[src/hw/vec_issue_cfg.svh]
/*
 * Vector issue front end configuration
 * Queue depth and the widths of the instruction and the core's id
 */

`ifndef VEC_ISSUE_CFG_SVH
`define VEC_ISSUE_CFG_SVH

// Entries held between the core and the sequencer
`define VI_QUEUE_DEPTH 16

// Instruction word offered by the scalar core
`define VI_INSN_W 32

// Instruction id tag of the core
`define VI_ID_W 4

`endif

[src/hw/vec_isa_pkg.sv]
/*
 * Vector ISA encodings
 * Opcodes, width and funct3 fields, and the class and operand source enums
 */

`default_nettype none

package vec_isa_pkg;

  // Major opcodes
  localparam logic [6:0] OPC_OP_V     = 7'b1010111;
  localparam logic [6:0] OPC_LOAD_FP  = 7'b0000111;
  localparam logic [6:0] OPC_STORE_FP = 7'b0100111;

  // OP-V funct3 categories
  localparam logic [2:0] F3_OPIVV   = 3'b000;
  localparam logic [2:0] F3_OPFVV   = 3'b001;
  localparam logic [2:0] F3_OPMVV   = 3'b010;
  localparam logic [2:0] F3_OPIVI   = 3'b011;
  localparam logic [2:0] F3_OPIVX   = 3'b100;
  localparam logic [2:0] F3_OPFVF   = 3'b101;
  localparam logic [2:0] F3_OPMVX   = 3'b110;
  localparam logic [2:0] FUNCT3_CFG = 3'b111;

  // Vector element widths of loads and stores
  localparam logic [2:0] WIDTH_E8  = 3'b000;
  localparam logic [2:0] WIDTH_E16 = 3'b101;
  localparam logic [2:0] WIDTH_E32 = 3'b110;
  localparam logic [2:0] WIDTH_E64 = 3'b111;

  // vmv.x.s, vcpop and vfirst share this funct6 under OPMVV
  localparam logic [5:0] FUNCT6_VWXUNARY = 6'b010000;
  // Upper funct6 bits of the multiply-add group
  localparam logic [2:0] FUNCT6_MADD_HI  = 3'b101;

  typedef enum logic [1:0] {
    CLS_ARITH = 2'd0,
    CLS_LOAD  = 2'd1,
    CLS_STORE = 2'd2,
    CLS_CFG   = 2'd3
  } insn_class_e;

  typedef enum logic [1:0] {
    SRC_VEC    = 2'd0,
    SRC_SCALAR = 2'd1,
    SRC_IMM    = 2'd2,
    SRC_NONE   = 2'd3
  } src_kind_e;

endpackage

`default_nettype wire

[src/hw/vec_issue_pkg.sv]
/*
 * Issue path types
 * Widths of instruction, id, register index and queue fill count
 */

`default_nettype none

`include "vec_issue_cfg.svh"

package vec_issue_pkg;

  // Raw instruction word from the core
  typedef logic [`VI_INSN_W-1:0] insn_t;

  // Core instruction id, returned with every queue entry
  typedef logic [`VI_ID_W-1:0] insn_id_t;

  // One of the 32 architectural vector registers
  typedef logic [4:0] vreg_t;

  // Fill count, has to reach the full depth
  typedef logic [$clog2(`VI_QUEUE_DEPTH+1)-1:0] usage_t;

endpackage

`default_nettype wire

[src/hw/vec_insn_classifier.sv]
/*
 * Instruction classifier
 * Decides whether an offered word is a vector instruction, gives its class
 * and flags the ones that owe a scalar result to the core
 */

`timescale 1ns/1ps
`default_nettype none

module vec_insn_classifier (
  input  vec_issue_pkg::insn_t     insn_i,
  output logic                     accept_o,
  output vec_isa_pkg::insn_class_e class_o,
  output logic                     writeback_o
);

  import vec_isa_pkg::*;

  logic [6:0] opcode;
  logic [2:0] funct3;
  logic [5:0] funct6;
  logic       width_ok;

  assign opcode = insn_i[6:0];
  assign funct3 = insn_i[14:12];
  assign funct6 = insn_i[31:26];

  // Memory width field sits where funct3 is
  assign width_ok = (funct3 == WIDTH_E8)  || (funct3 == WIDTH_E16) ||
                    (funct3 == WIDTH_E32) || (funct3 == WIDTH_E64);

  always_comb begin
    accept_o    = 1'b0;
    class_o     = CLS_ARITH;
    writeback_o = 1'b0;

    case (opcode)
      OPC_OP_V: begin
        accept_o = 1'b1;
        if (funct3 == FUNCT3_CFG) begin
          // vsetvl family returns the new vl
          class_o     = CLS_CFG;
          writeback_o = 1'b1;
        end else begin
          class_o     = CLS_ARITH;
          writeback_o = (funct3 == F3_OPMVV) && (funct6 == FUNCT6_VWXUNARY);
        end
      end
      OPC_LOAD_FP: begin
        accept_o = width_ok;
        class_o  = CLS_LOAD;
      end
      OPC_STORE_FP: begin
        accept_o = width_ok;
        class_o  = CLS_STORE;
      end
      default: begin
        accept_o = 1'b0;
      end
    endcase
  end

endmodule

`default_nettype wire

[src/hw/vec_pre_decoder.sv]
/*
 * Vector pre-decoder
 * Pulls the register fields and the mask bit out of an offered word,
 * maps funct3 to an operand source and marks a read of the destination
 */

`timescale 1ns/1ps
`default_nettype none

module vec_pre_decoder (
  input  vec_issue_pkg::insn_t   insn_i,
  output vec_issue_pkg::vreg_t   vd_o,
  output vec_issue_pkg::vreg_t   vs1_o,
  output vec_issue_pkg::vreg_t   vs2_o,
  output vec_isa_pkg::src_kind_e src_kind_o,
  output logic                   vm_o,
  output logic                   reads_vd_o
);

  import vec_isa_pkg::*;

  logic [6:0] opcode;
  logic [2:0] funct3;
  logic [5:0] funct6;
  logic       madd_op;
  logic       store_op;

  assign opcode = insn_i[6:0];
  assign funct3 = insn_i[14:12];
  assign funct6 = insn_i[31:26];

  ////////////////////////////////////////////////////////////////////////////
  // Register fields

  assign vd_o  = insn_i[11:7];
  assign vs1_o = insn_i[19:15];
  assign vs2_o = insn_i[24:20];
  // Low means masked by v0
  assign vm_o  = insn_i[25];

  ////////////////////////////////////////////////////////////////////////////
  // Operand source

  always_comb begin
    case (funct3)
      F3_OPIVV, F3_OPFVV, F3_OPMVV: src_kind_o = SRC_VEC;
      F3_OPIVI:                     src_kind_o = SRC_IMM;
      F3_OPIVX, F3_OPFVF, F3_OPMVX: src_kind_o = SRC_SCALAR;
      default:                      src_kind_o = SRC_NONE;
    endcase
  end

  ////////////////////////////////////////////////////////////////////////////
  // Destination read

  // Multiply-adds accumulate into vd, integer and float forms alike
  assign madd_op = (funct6[5:3] == FUNCT6_MADD_HI) &&
                   ((funct3 == F3_OPMVV) || (funct3 == F3_OPMVX) ||
                    (funct3 == F3_OPFVV) || (funct3 == F3_OPFVF));

  // Store data register vs3 lives in the vd field
  assign store_op = (opcode == OPC_STORE_FP);

  assign reads_vd_o = madd_op || store_op;

endmodule

`default_nettype wire

[src/hw/vec_issue_queue.sv]
/*
 * Vector issue queue
 * Circular buffer of combined decode results, filled from the core's issue
 * handshake and drained in order by the sequencer; flush empties it
 */

`timescale 1ns/1ps
`default_nettype none

`include "vec_issue_cfg.svh"

module vec_issue_queue #(
  parameter int unsigned DEPTH = `VI_QUEUE_DEPTH
) (
  input  logic                     clk_i,
  input  logic                     rst_n_i,
  input  logic                     flush_i,
  // Core side
  input  logic                     issue_valid_i,
  input  vec_issue_pkg::insn_id_t  issue_id_i,
  input  logic                     accept_i,
  input  vec_isa_pkg::insn_class_e class_i,
  input  vec_issue_pkg::vreg_t     vd_i,
  input  vec_issue_pkg::vreg_t     vs1_i,
  input  vec_issue_pkg::vreg_t     vs2_i,
  input  vec_isa_pkg::src_kind_e   src_kind_i,
  input  logic                     vm_i,
  input  logic                     reads_vd_i,
  output logic                     issue_ready_o,
  // Sequencer side
  output logic                     seq_valid_o,
  input  logic                     seq_ready_i,
  output vec_issue_pkg::insn_id_t  seq_id_o,
  output vec_isa_pkg::insn_class_e seq_class_o,
  output vec_issue_pkg::vreg_t     seq_vd_o,
  output vec_issue_pkg::vreg_t     seq_vs1_o,
  output vec_issue_pkg::vreg_t     seq_vs2_o,
  output vec_isa_pkg::src_kind_e   seq_src_kind_o,
  output logic                     seq_vm_o,
  output logic                     seq_reads_vd_o,
  output vec_issue_pkg::usage_t    usage_o
);

  import vec_isa_pkg::*;
  import vec_issue_pkg::*;

  localparam int unsigned PTR_W = (DEPTH > 1) ? $clog2(DEPTH) : 1;
  typedef logic [PTR_W-1:0] ptr_t;

  insn_id_t    id_q       [DEPTH];
  insn_class_e class_q    [DEPTH];
  vreg_t       vd_q       [DEPTH];
  vreg_t       vs1_q      [DEPTH];
  vreg_t       vs2_q      [DEPTH];
  src_kind_e   src_kind_q [DEPTH];
  logic        vm_q       [DEPTH];
  logic        reads_vd_q [DEPTH];

  ptr_t   wr_ptr_q;
  ptr_t   rd_ptr_q;
  usage_t count_q;
  logic   full;
  logic   push;
  logic   pop;

  // Wraps also for depths that are no power of two
  function automatic ptr_t ptr_inc(ptr_t ptr);
    if (ptr == ptr_t'(DEPTH - 1)) begin
      return '0;
    end
    return ptr + 1'b1;
  endfunction

  ////////////////////////////////////////////////////////////////////////////
  // Handshakes

  assign full          = (count_q == usage_t'(DEPTH));
  assign issue_ready_o = issue_valid_i && !full && !flush_i;
  // Rejected offers complete the handshake without a slot
  assign push          = issue_valid_i && issue_ready_o && accept_i;
  assign seq_valid_o   = (count_q != '0);
  assign pop           = seq_valid_o && seq_ready_i;

  always_ff @(posedge clk_i) begin
    if (!rst_n_i || flush_i) begin
      wr_ptr_q <= '0;
      rd_ptr_q <= '0;
      count_q  <= '0;
    end else begin
      if (push) begin
        wr_ptr_q <= ptr_inc(wr_ptr_q);
      end
      if (pop) begin
        rd_ptr_q <= ptr_inc(rd_ptr_q);
      end
      case ({push, pop})
        2'b10:   count_q <= count_q + 1'b1;
        2'b01:   count_q <= count_q - 1'b1;
        default: count_q <= count_q;
      endcase
    end
  end

  ////////////////////////////////////////////////////////////////////////////
  // Entry storage

  always_ff @(posedge clk_i) begin
    if (push) begin
      id_q[wr_ptr_q]       <= issue_id_i;
      class_q[wr_ptr_q]    <= class_i;
      vd_q[wr_ptr_q]       <= vd_i;
      vs1_q[wr_ptr_q]      <= vs1_i;
      vs2_q[wr_ptr_q]      <= vs2_i;
      src_kind_q[wr_ptr_q] <= src_kind_i;
      vm_q[wr_ptr_q]       <= vm_i;
      reads_vd_q[wr_ptr_q] <= reads_vd_i;
    end
  end

  // Head entry
  assign seq_id_o       = id_q[rd_ptr_q];
  assign seq_class_o    = class_q[rd_ptr_q];
  assign seq_vd_o       = vd_q[rd_ptr_q];
  assign seq_vs1_o      = vs1_q[rd_ptr_q];
  assign seq_vs2_o      = vs2_q[rd_ptr_q];
  assign seq_src_kind_o = src_kind_q[rd_ptr_q];
  assign seq_vm_o       = vm_q[rd_ptr_q];
  assign seq_reads_vd_o = reads_vd_q[rd_ptr_q];
  assign usage_o        = count_q;

endmodule

`default_nettype wire

[src/hw/vec_issue_top.sv]
/*
 * Vector issue front end
 * Classifier and pre-decoder side by side on the offered instruction,
 * feeding the issue queue towards the sequencer
 */

`timescale 1ns/1ps
`default_nettype none

`include "vec_issue_cfg.svh"

module vec_issue_top (
  input  logic                     clk_i,
  input  logic                     rst_n_i,
  input  logic                     flush_i,
  // Core issue interface
  input  logic                     issue_valid_i,
  output logic                     issue_ready_o,
  input  vec_issue_pkg::insn_t     issue_instr_i,
  input  vec_issue_pkg::insn_id_t  issue_id_i,
  output logic                     issue_accept_o,
  output logic                     issue_writeback_o,
  // Sequencer interface
  output logic                     seq_valid_o,
  input  logic                     seq_ready_i,
  output vec_issue_pkg::insn_id_t  seq_id_o,
  output vec_isa_pkg::insn_class_e seq_class_o,
  output vec_issue_pkg::vreg_t     seq_vd_o,
  output vec_issue_pkg::vreg_t     seq_vs1_o,
  output vec_issue_pkg::vreg_t     seq_vs2_o,
  output vec_isa_pkg::src_kind_e   seq_src_kind_o,
  output logic                     seq_vm_o,
  output logic                     seq_reads_vd_o,
  output vec_issue_pkg::usage_t    usage_o
);

  import vec_isa_pkg::*;
  import vec_issue_pkg::*;

  // Decode results towards the queue
  insn_class_e insn_class;
  vreg_t       vd;
  vreg_t       vs1;
  vreg_t       vs2;
  src_kind_e   src_kind;
  logic        vm;
  logic        reads_vd;

  vec_insn_classifier i_classifier (
    .insn_i      (issue_instr_i    ),
    .accept_o    (issue_accept_o   ),
    .class_o     (insn_class       ),
    .writeback_o (issue_writeback_o)
  );

  vec_pre_decoder i_pre_decoder (
    .insn_i     (issue_instr_i),
    .vd_o       (vd           ),
    .vs1_o      (vs1          ),
    .vs2_o      (vs2          ),
    .src_kind_o (src_kind     ),
    .vm_o       (vm           ),
    .reads_vd_o (reads_vd     )
  );

  vec_issue_queue #(
    .DEPTH (`VI_QUEUE_DEPTH)
  ) i_queue (
    .clk_i          (clk_i         ),
    .rst_n_i        (rst_n_i       ),
    .flush_i        (flush_i       ),
    .issue_valid_i  (issue_valid_i ),
    .issue_id_i     (issue_id_i    ),
    .accept_i       (issue_accept_o),
    .class_i        (insn_class    ),
    .vd_i           (vd            ),
    .vs1_i          (vs1           ),
    .vs2_i          (vs2           ),
    .src_kind_i     (src_kind      ),
    .vm_i           (vm            ),
    .reads_vd_i     (reads_vd      ),
    .issue_ready_o  (issue_ready_o ),
    .seq_valid_o    (seq_valid_o   ),
    .seq_ready_i    (seq_ready_i   ),
    .seq_id_o       (seq_id_o      ),
    .seq_class_o    (seq_class_o   ),
    .seq_vd_o       (seq_vd_o      ),
    .seq_vs1_o      (seq_vs1_o     ),
    .seq_vs2_o      (seq_vs2_o     ),
    .seq_src_kind_o (seq_src_kind_o),
    .seq_vm_o       (seq_vm_o      ),
    .seq_reads_vd_o (seq_reads_vd_o),
    .usage_o        (usage_o       )
  );

endmodule

`default_nettype wire

[config.mk]
export PLATFORM = sky130hd
export DESIGN_NAME = vec_issue_top
export DESIGN_NICKNAME = d
export VERILOG_FILES = /design/src/hw/vec_isa_pkg.sv /design/src/hw/vec_issue_pkg.sv /design/src/hw/vec_insn_classifier.sv /design/src/hw/vec_pre_decoder.sv /design/src/hw/vec_issue_queue.sv /design/src/hw/vec_issue_top.sv
export VERILOG_INCLUDE_DIRS = /design/src /design/src/hw
export SDC_FILE = /design/constraint.sdc
export NUM_CORES = 1
export LEC_CHECK = 0
export ABC_AREA = 1
export BUFFER_PORTS_ARGS = -buffer_cell sky130_fd_sc_hd__buf_4
export CAP_MARGIN = 5
export CORE_UTILIZATION = 55
export DETAILED_ROUTE_END_ITERATION = 10
export MAX_ROUTING_LAYER = met4
export PLACE_DENSITY = 0.72
export SETUP_SLACK_MARGIN = 0.05
export SYNTH_ARGS = -nofsm -noshare
export SYNTH_HDL_FRONTEND = slang
export SYNTH_SLANG_ARGS = --single-unit
[constraint.sdc]
create_clock -name clk_i -period 4.65 [get_ports clk_i]
set_clock_uncertainty 0.05 [all_clocks]
set_input_delay 0.93 -clock clk_i [delete_from_list [all_inputs] [get_ports clk_i]]
set_output_delay 0.93 -clock clk_i [all_outputs]
set_load 0.05 [all_outputs]
# After elaboration in Yosys (flattened, before gate mapping)
# Memories as Yosys holds them, arrays and structs flattened. A register that Yosys moved wholly into a read port is not among the register bits.
# Cells that the tools add are included.
# classes
n_lt_le_gt_ge	0
n_bitwise	0
n_addsub	4
n_shift	0
n_div	0
n_mux	35
n_mul	0
n_reduce_logical	24
eq_ne	17
# ops
operator	count
4-bit two-way mux	20
3-bit == test (second input constant)	5
2-bit case mux with 3 select lines	2
1-bit two-way mux	10
5-bit case mux with 2 select lines	1
4-bit by 1-bit adder with 4-bit output (second input constant)	2
4-bit == test (second input constant)	2
1-bit logical OR	8
7-bit by 3-bit == test with 1-bit output (second input constant)	1
7-bit by 6-bit == test with 1-bit output (second input constant)	1
7-bit == test (second input constant)	1
1-bit logical AND	7
3-bit by 2-bit == test with 1-bit output (second input constant)	2
6-bit by 5-bit == test with 1-bit output (second input constant)	1
3-bit OR reduction	2
5-bit by 1-bit adder with 5-bit output (second input constant)	1
5-bit == test (second input constant)	1
5-bit nonzero test	1
5-bit by 1-bit subtractor with 5-bit output (second input constant)	1
3-bit by 1-bit == test with 1-bit output (second input constant)	1
1-bit logical NOT	3
3-bit logical NOT	1
2-bit by 1-bit == test with 1-bit output (second input constant)	1
2-bit == test (second input constant)	1
4 further kinds	4
# totals
inputBits	41
ram_bits	400
latchBits	0
mem_bits_ro	0
output_inout_bits	34
memories	8
ff_bits	13
word_cells	91
# mem_list
name	depth	word_bits	read_ports	rd_clocked_by_memory_dff	wr	line	rtl
i_queue.vd_q	16	5	1	1	1	vec_issue_queue.sv:52	vreg_t vd_q [DEPTH];
i_queue.vs1_q	16	5	1	1	1	vec_issue_queue.sv:53	vreg_t vs1_q [DEPTH];
i_queue.vs2_q	16	5	1	1	1	vec_issue_queue.sv:54	vreg_t vs2_q [DEPTH];
i_queue.id_q	16	4	1	1	1	vec_issue_queue.sv:50	insn_id_t id_q [DEPTH];
i_queue.class_q	16	2	1	1	1	vec_issue_queue.sv:51	insn_class_e class_q [DEPTH];
i_queue.src_kind_q	16	2	1	1	1	vec_issue_queue.sv:55	src_kind_e src_kind_q [DEPTH];
2 more memories	n/a	n/a	n/a	n/a	n/a	n/a	

# Longest topological paths before layout
# logic_depth
word_depth	9
ltp_mapped	15
mapped_depth_nobuf	15

# By module
# Synthesis repeated with hierarchy kept, for this count alone.
# hier_totals
cells_unflattened	1479
area_unflattened_um2	18536.5
# modules_own_cells
mod	n_inst	seq_area_each_um2	area_each_um2	cells_per_inst
vec_issue_queue	1	12351.8	18157.4	1413
vec_pre_decoder	1	0.0	249.0	37
vec_insn_classifier	1	0.0	130.1	29

# Worst setup path after synthesis
# No wires, ideal clock.
# synth_timing
kind	input-to-reg
startpoint	in issue_valid_i
endpoint	mem i_queue.class_q[7][0] (netlist bit) (enable)
path_buffers	0
cell_stages	6
t_required_ps	4162
setup_slack_ps	844
arrival_ps	3318
setup_ps	438
cell_sequence	inv_1 > nor2_1 > nand2_1 > inv_2 > nand3_2 > nor3_1
# synth_via
elab_chain_len	6
# synth_rtl
element	line	rtl
start, declared	vec_issue_top.sv:17	input logic issue_valid_i,
1-bit logical AND (2 in a row)	vec_issue_queue.sv:78	assign issue_ready_o = issue_valid_i && !full && !flush_i;
via issue_ready_o	vec_issue_top.sv:18	output logic issue_ready_o,
1-bit logical AND (2 in a row)	vec_issue_queue.sv:80	assign push = issue_valid_i && issue_ready_o && accept_i;
1-bit two-way mux	vec_issue_queue.sv:108	if (push) begin
1-bit two-way mux (implied by the code)	vec_issue_queue.sv:110	class_q[wr_ptr_q] <= class_i;
end, declared	vec_issue_queue.sv:51	
# The timed path passes the listed nets, and every way through them passes these cells.

==> results.toml <==
[clock_tree]
cts_tree = "built"
hold_buffers = 0
cts-root-buf = "clkbuf_16"
numCtsBuffers = 41
htree_num_levels = 2
ctsResizeCount = 0
clock-sinks = 417
clockBufferDepth = 3
clkLatencyLatePin_ns = 0.52
clkTransAtPathRegs_ns = 0.06
cts_setup_buffers = 0

[yosys]
synthDistinctLibCells = 34
synth_seq_cells = 417
synth_nets = 1493
synth_area_um2 = 17500
yosys_most_used_dff = "edfxtp_1"
synthArstFlopShare_pct = 0
yosysWarnings = 0
synth_edf_count = 400
synth-seq-area-share_pct = 70.5
synth_cells = 1442
syn_avg_cell_area_um2 = 12.1

[power]
ir_drop_mv = 0.296
finalPower_mw = 7.39
power_density_nw_per_um2 = 377
p_leak_nw = 7.00

[detailed_routing]
routedWlPerCell_um = 18.7
drt.antenna.violating_nets = 0
dr.pass1.iters = 5
vias = 10600
viasPerCell = 5.54
route.final.wire_length_um = 35900
drtIter0Drc = 980
drc = 0

[placement]
place_congestion = 0.776
dp_slack_ns = 1.33
portBuffers = 74
dp_hpwl_um = 19900
placed_area_um2 = 18300

[grt]
grt_pass1_wl_um = 57100
grt_max_degree = 100
grt_pass1_vias = 10400
grt_use_total_pct = 23.3
grt.overflow.total = 0
antenna_found_initial = 0

[worst_setup_path]
endpoint_kind = "output port"
reg2regPathDepth = 8
path_class = "reg -> out"
start_kind = "flip-flop"
path_buf_inv = 2
crit_fanout = 56
slowest_delay_ns = 0.78
timing.rr.start = "i_queue.usage_o[0]"
critical_path_required_ns = 3.67
path_cells = "buf_4 -> o211ai_1 -> nand3_1 -> nand3_1 -> nand2_1 -> buf_4"
cpMaxStageDelayCell = "dfxtp_4"
rrSetupSlack_ns = 2.06
crit_family = "flip-flops"
timing.rr.end = "i_queue.vs2_q[6][1]"
arrival_ns = 2.60

[die]
die_x_um = 180
start_util_pct = 56.5
io-pin-count = 75
placementRows = 64
die_area_um2 = 32600
die_y_um = 180
core_area_um2 = 31000

[final_layout]
fin_area_um2 = 19600
layout-drive-gt1-share_pct = 12.0
fin_util_pct = 63.3
area_delta_synth_final_pct = 11.9
diodes = 0
nets = 1541

[timing]
tightest_slew_ns = 1.14
slew_violations = 0
hold_viol_final = 0
slew_headroom_pct = 23.9
period_share_pct = 77.1
layout_setup_ws_ns = 1.07
min_period_ns = 3.58
max_freq_mhz = 279
rsz0062_at_grt = "false"
finalSetupViolCount = 0
tns_ns = 0

[hold_path]
min_to = "i_queue.rd_ptr_q[3]"
hold_depth = 2
hold_start = "i_queue.rd_ptr_q[3]"
hold_class = "reg -> reg"

[job]
cap_violations = 0

[outcome]
status = "complete, no violations"
-- worst reg2reg max path: stages (launching register included) --
cell	delay [ns]
dfxtp_1	0.45
nor2_1	0.11
nand3_1	0.08
nand2_1	0.06
inv_2	0.10
nand3_2	0.23
inv_2	0.16
nand2_2	0.15
nor2_4	0.80
-- cell type report --
type / instances / area, um2
clock inverter: 24 / 188
fill: 2332 / 11400
sequential: 417 / 12400
multi-input combinational: 712 / 3850
inverter: 229 / 860
tap: 396 / 495
clock buffer: 50 / 1100
timing repair buffer: 89 / 743
-- cells in the final DEF (no fill, tap or decap), types with 12 or more instances in the layout --
| cell type | n |
|---|---|
| buf_4 | 83 |
| dfxtp_1 | 14 |
| inv_1 | 224 |
| o21ai_0 | 38 |
| clkbuf_16 | 43 |
| nor2_4 | 15 |
| o211ai_1 | 100 |
| clkinv_1 | 12 |
| nor2_1 | 22 |
| edfxtp_1 | 400 |
| o21ai_1 | 68 |
| a21oi_1 | 99 |
| nand2_1 | 167 |
| nand3_1 | 161 |
-- flip-flops by register name, summed over array words and instances, names as in the netlist, named ones only --
register / cells
i_queue.rd_ptr_q: 4
i_queue.usage_o: 5
i_queue.vs1_q: 80
i_queue.vd_q: 80
i_queue.class_q: 32
i_queue.wr_ptr_q: 4
i_queue.id_q: 64
i_queue.src_kind_q: 32
i_queue.vs2_q: 80
i_queue.reads_vd_q: 16
i_queue.vm_q: 16
-- worst max path at each step --
stage                      start                    end  slack, ns  cells past startpoint
6_report               flip-flop           seq_vs2_o[2]       1.07                      6
5_1_grt                flip-flop           seq_vs2_o[4]       0.95                      6
4_1_cts                flip-flop           seq_vs2_o[3]       1.05                      6
3_5_place_dp   issue_instr_i[13]    i_queue.vs2_q[6][0]       1.33                     10
3_3_place_gp    issue_instr_i[4]     i_queue.vd_q[6][1]       1.40                      7
2_1_floorplan      issue_valid_i  i_queue.class_q[7][0]       0.84                      6
-- synthesized netlist by cell type, types with 6 or more instances --
cell      count  share of area (%)
edfxtp_1    400                 69
inv_1       225                4.8
nand2_1     167                3.6
nand3_1     161                4.6
o211ai_1    100                4.3
a21oi_1      99                2.8
o21ai_1      68                1.9
o21ai_0      38                1.1
nor2_1       37               0.79
clkbuf_1     29               0.62
buf_6        23                1.5
dfxtp_1      17                1.9
buf_2        15               0.43
a21oi_2      10               0.50
ha_1          9               0.64
buf_4         8               0.34
buf_1         6               0.13
-- power breakdown --
part / leakage [nW] / internal, mW / switching [mW]
logic: 2.63 / 0.0312 / 0.0734
registers: 3.75 / 4.10 / 0.000743
clock network: 0.630 / 1.85 / 1.33
-- through the flow --
stage | hold WS (ns) | instances
floorplan | 0.435 | 1442
global placement | 0.454 | 1843
detailed placement | 0.463 | 1843
CTS | 0.471 | 1917
global route | 0.512 | 1917
finish | 0.467 | 1917
-- cell families (layout without fill, tap and decap cells) --
group / after synthesis / after routing / synth area share (%)
compound gates: 317 / 317 / 10.7
simple gates: 380 / 380 / 9.54
xor+xnor: 5 / 5 / 0.250
buf+inv: 313 / 392 / 8.19
fa+ha+maj: 10 / 10 / 0.757
flops: 417 / 417 / 70.5
-- metal layers --
metal | track usage, % | part of all wire, % | wire (um)
met1 | 31.2 | 44 | 15900
met3 | 2.81 | 4.9 | 1780
met2 | 37.7 | 49 | 17500
met4 | 6.67 | 2.1 | 745
met5 | - | 0 | 0
Note: power is estimated with default switching activity, not from simulation.
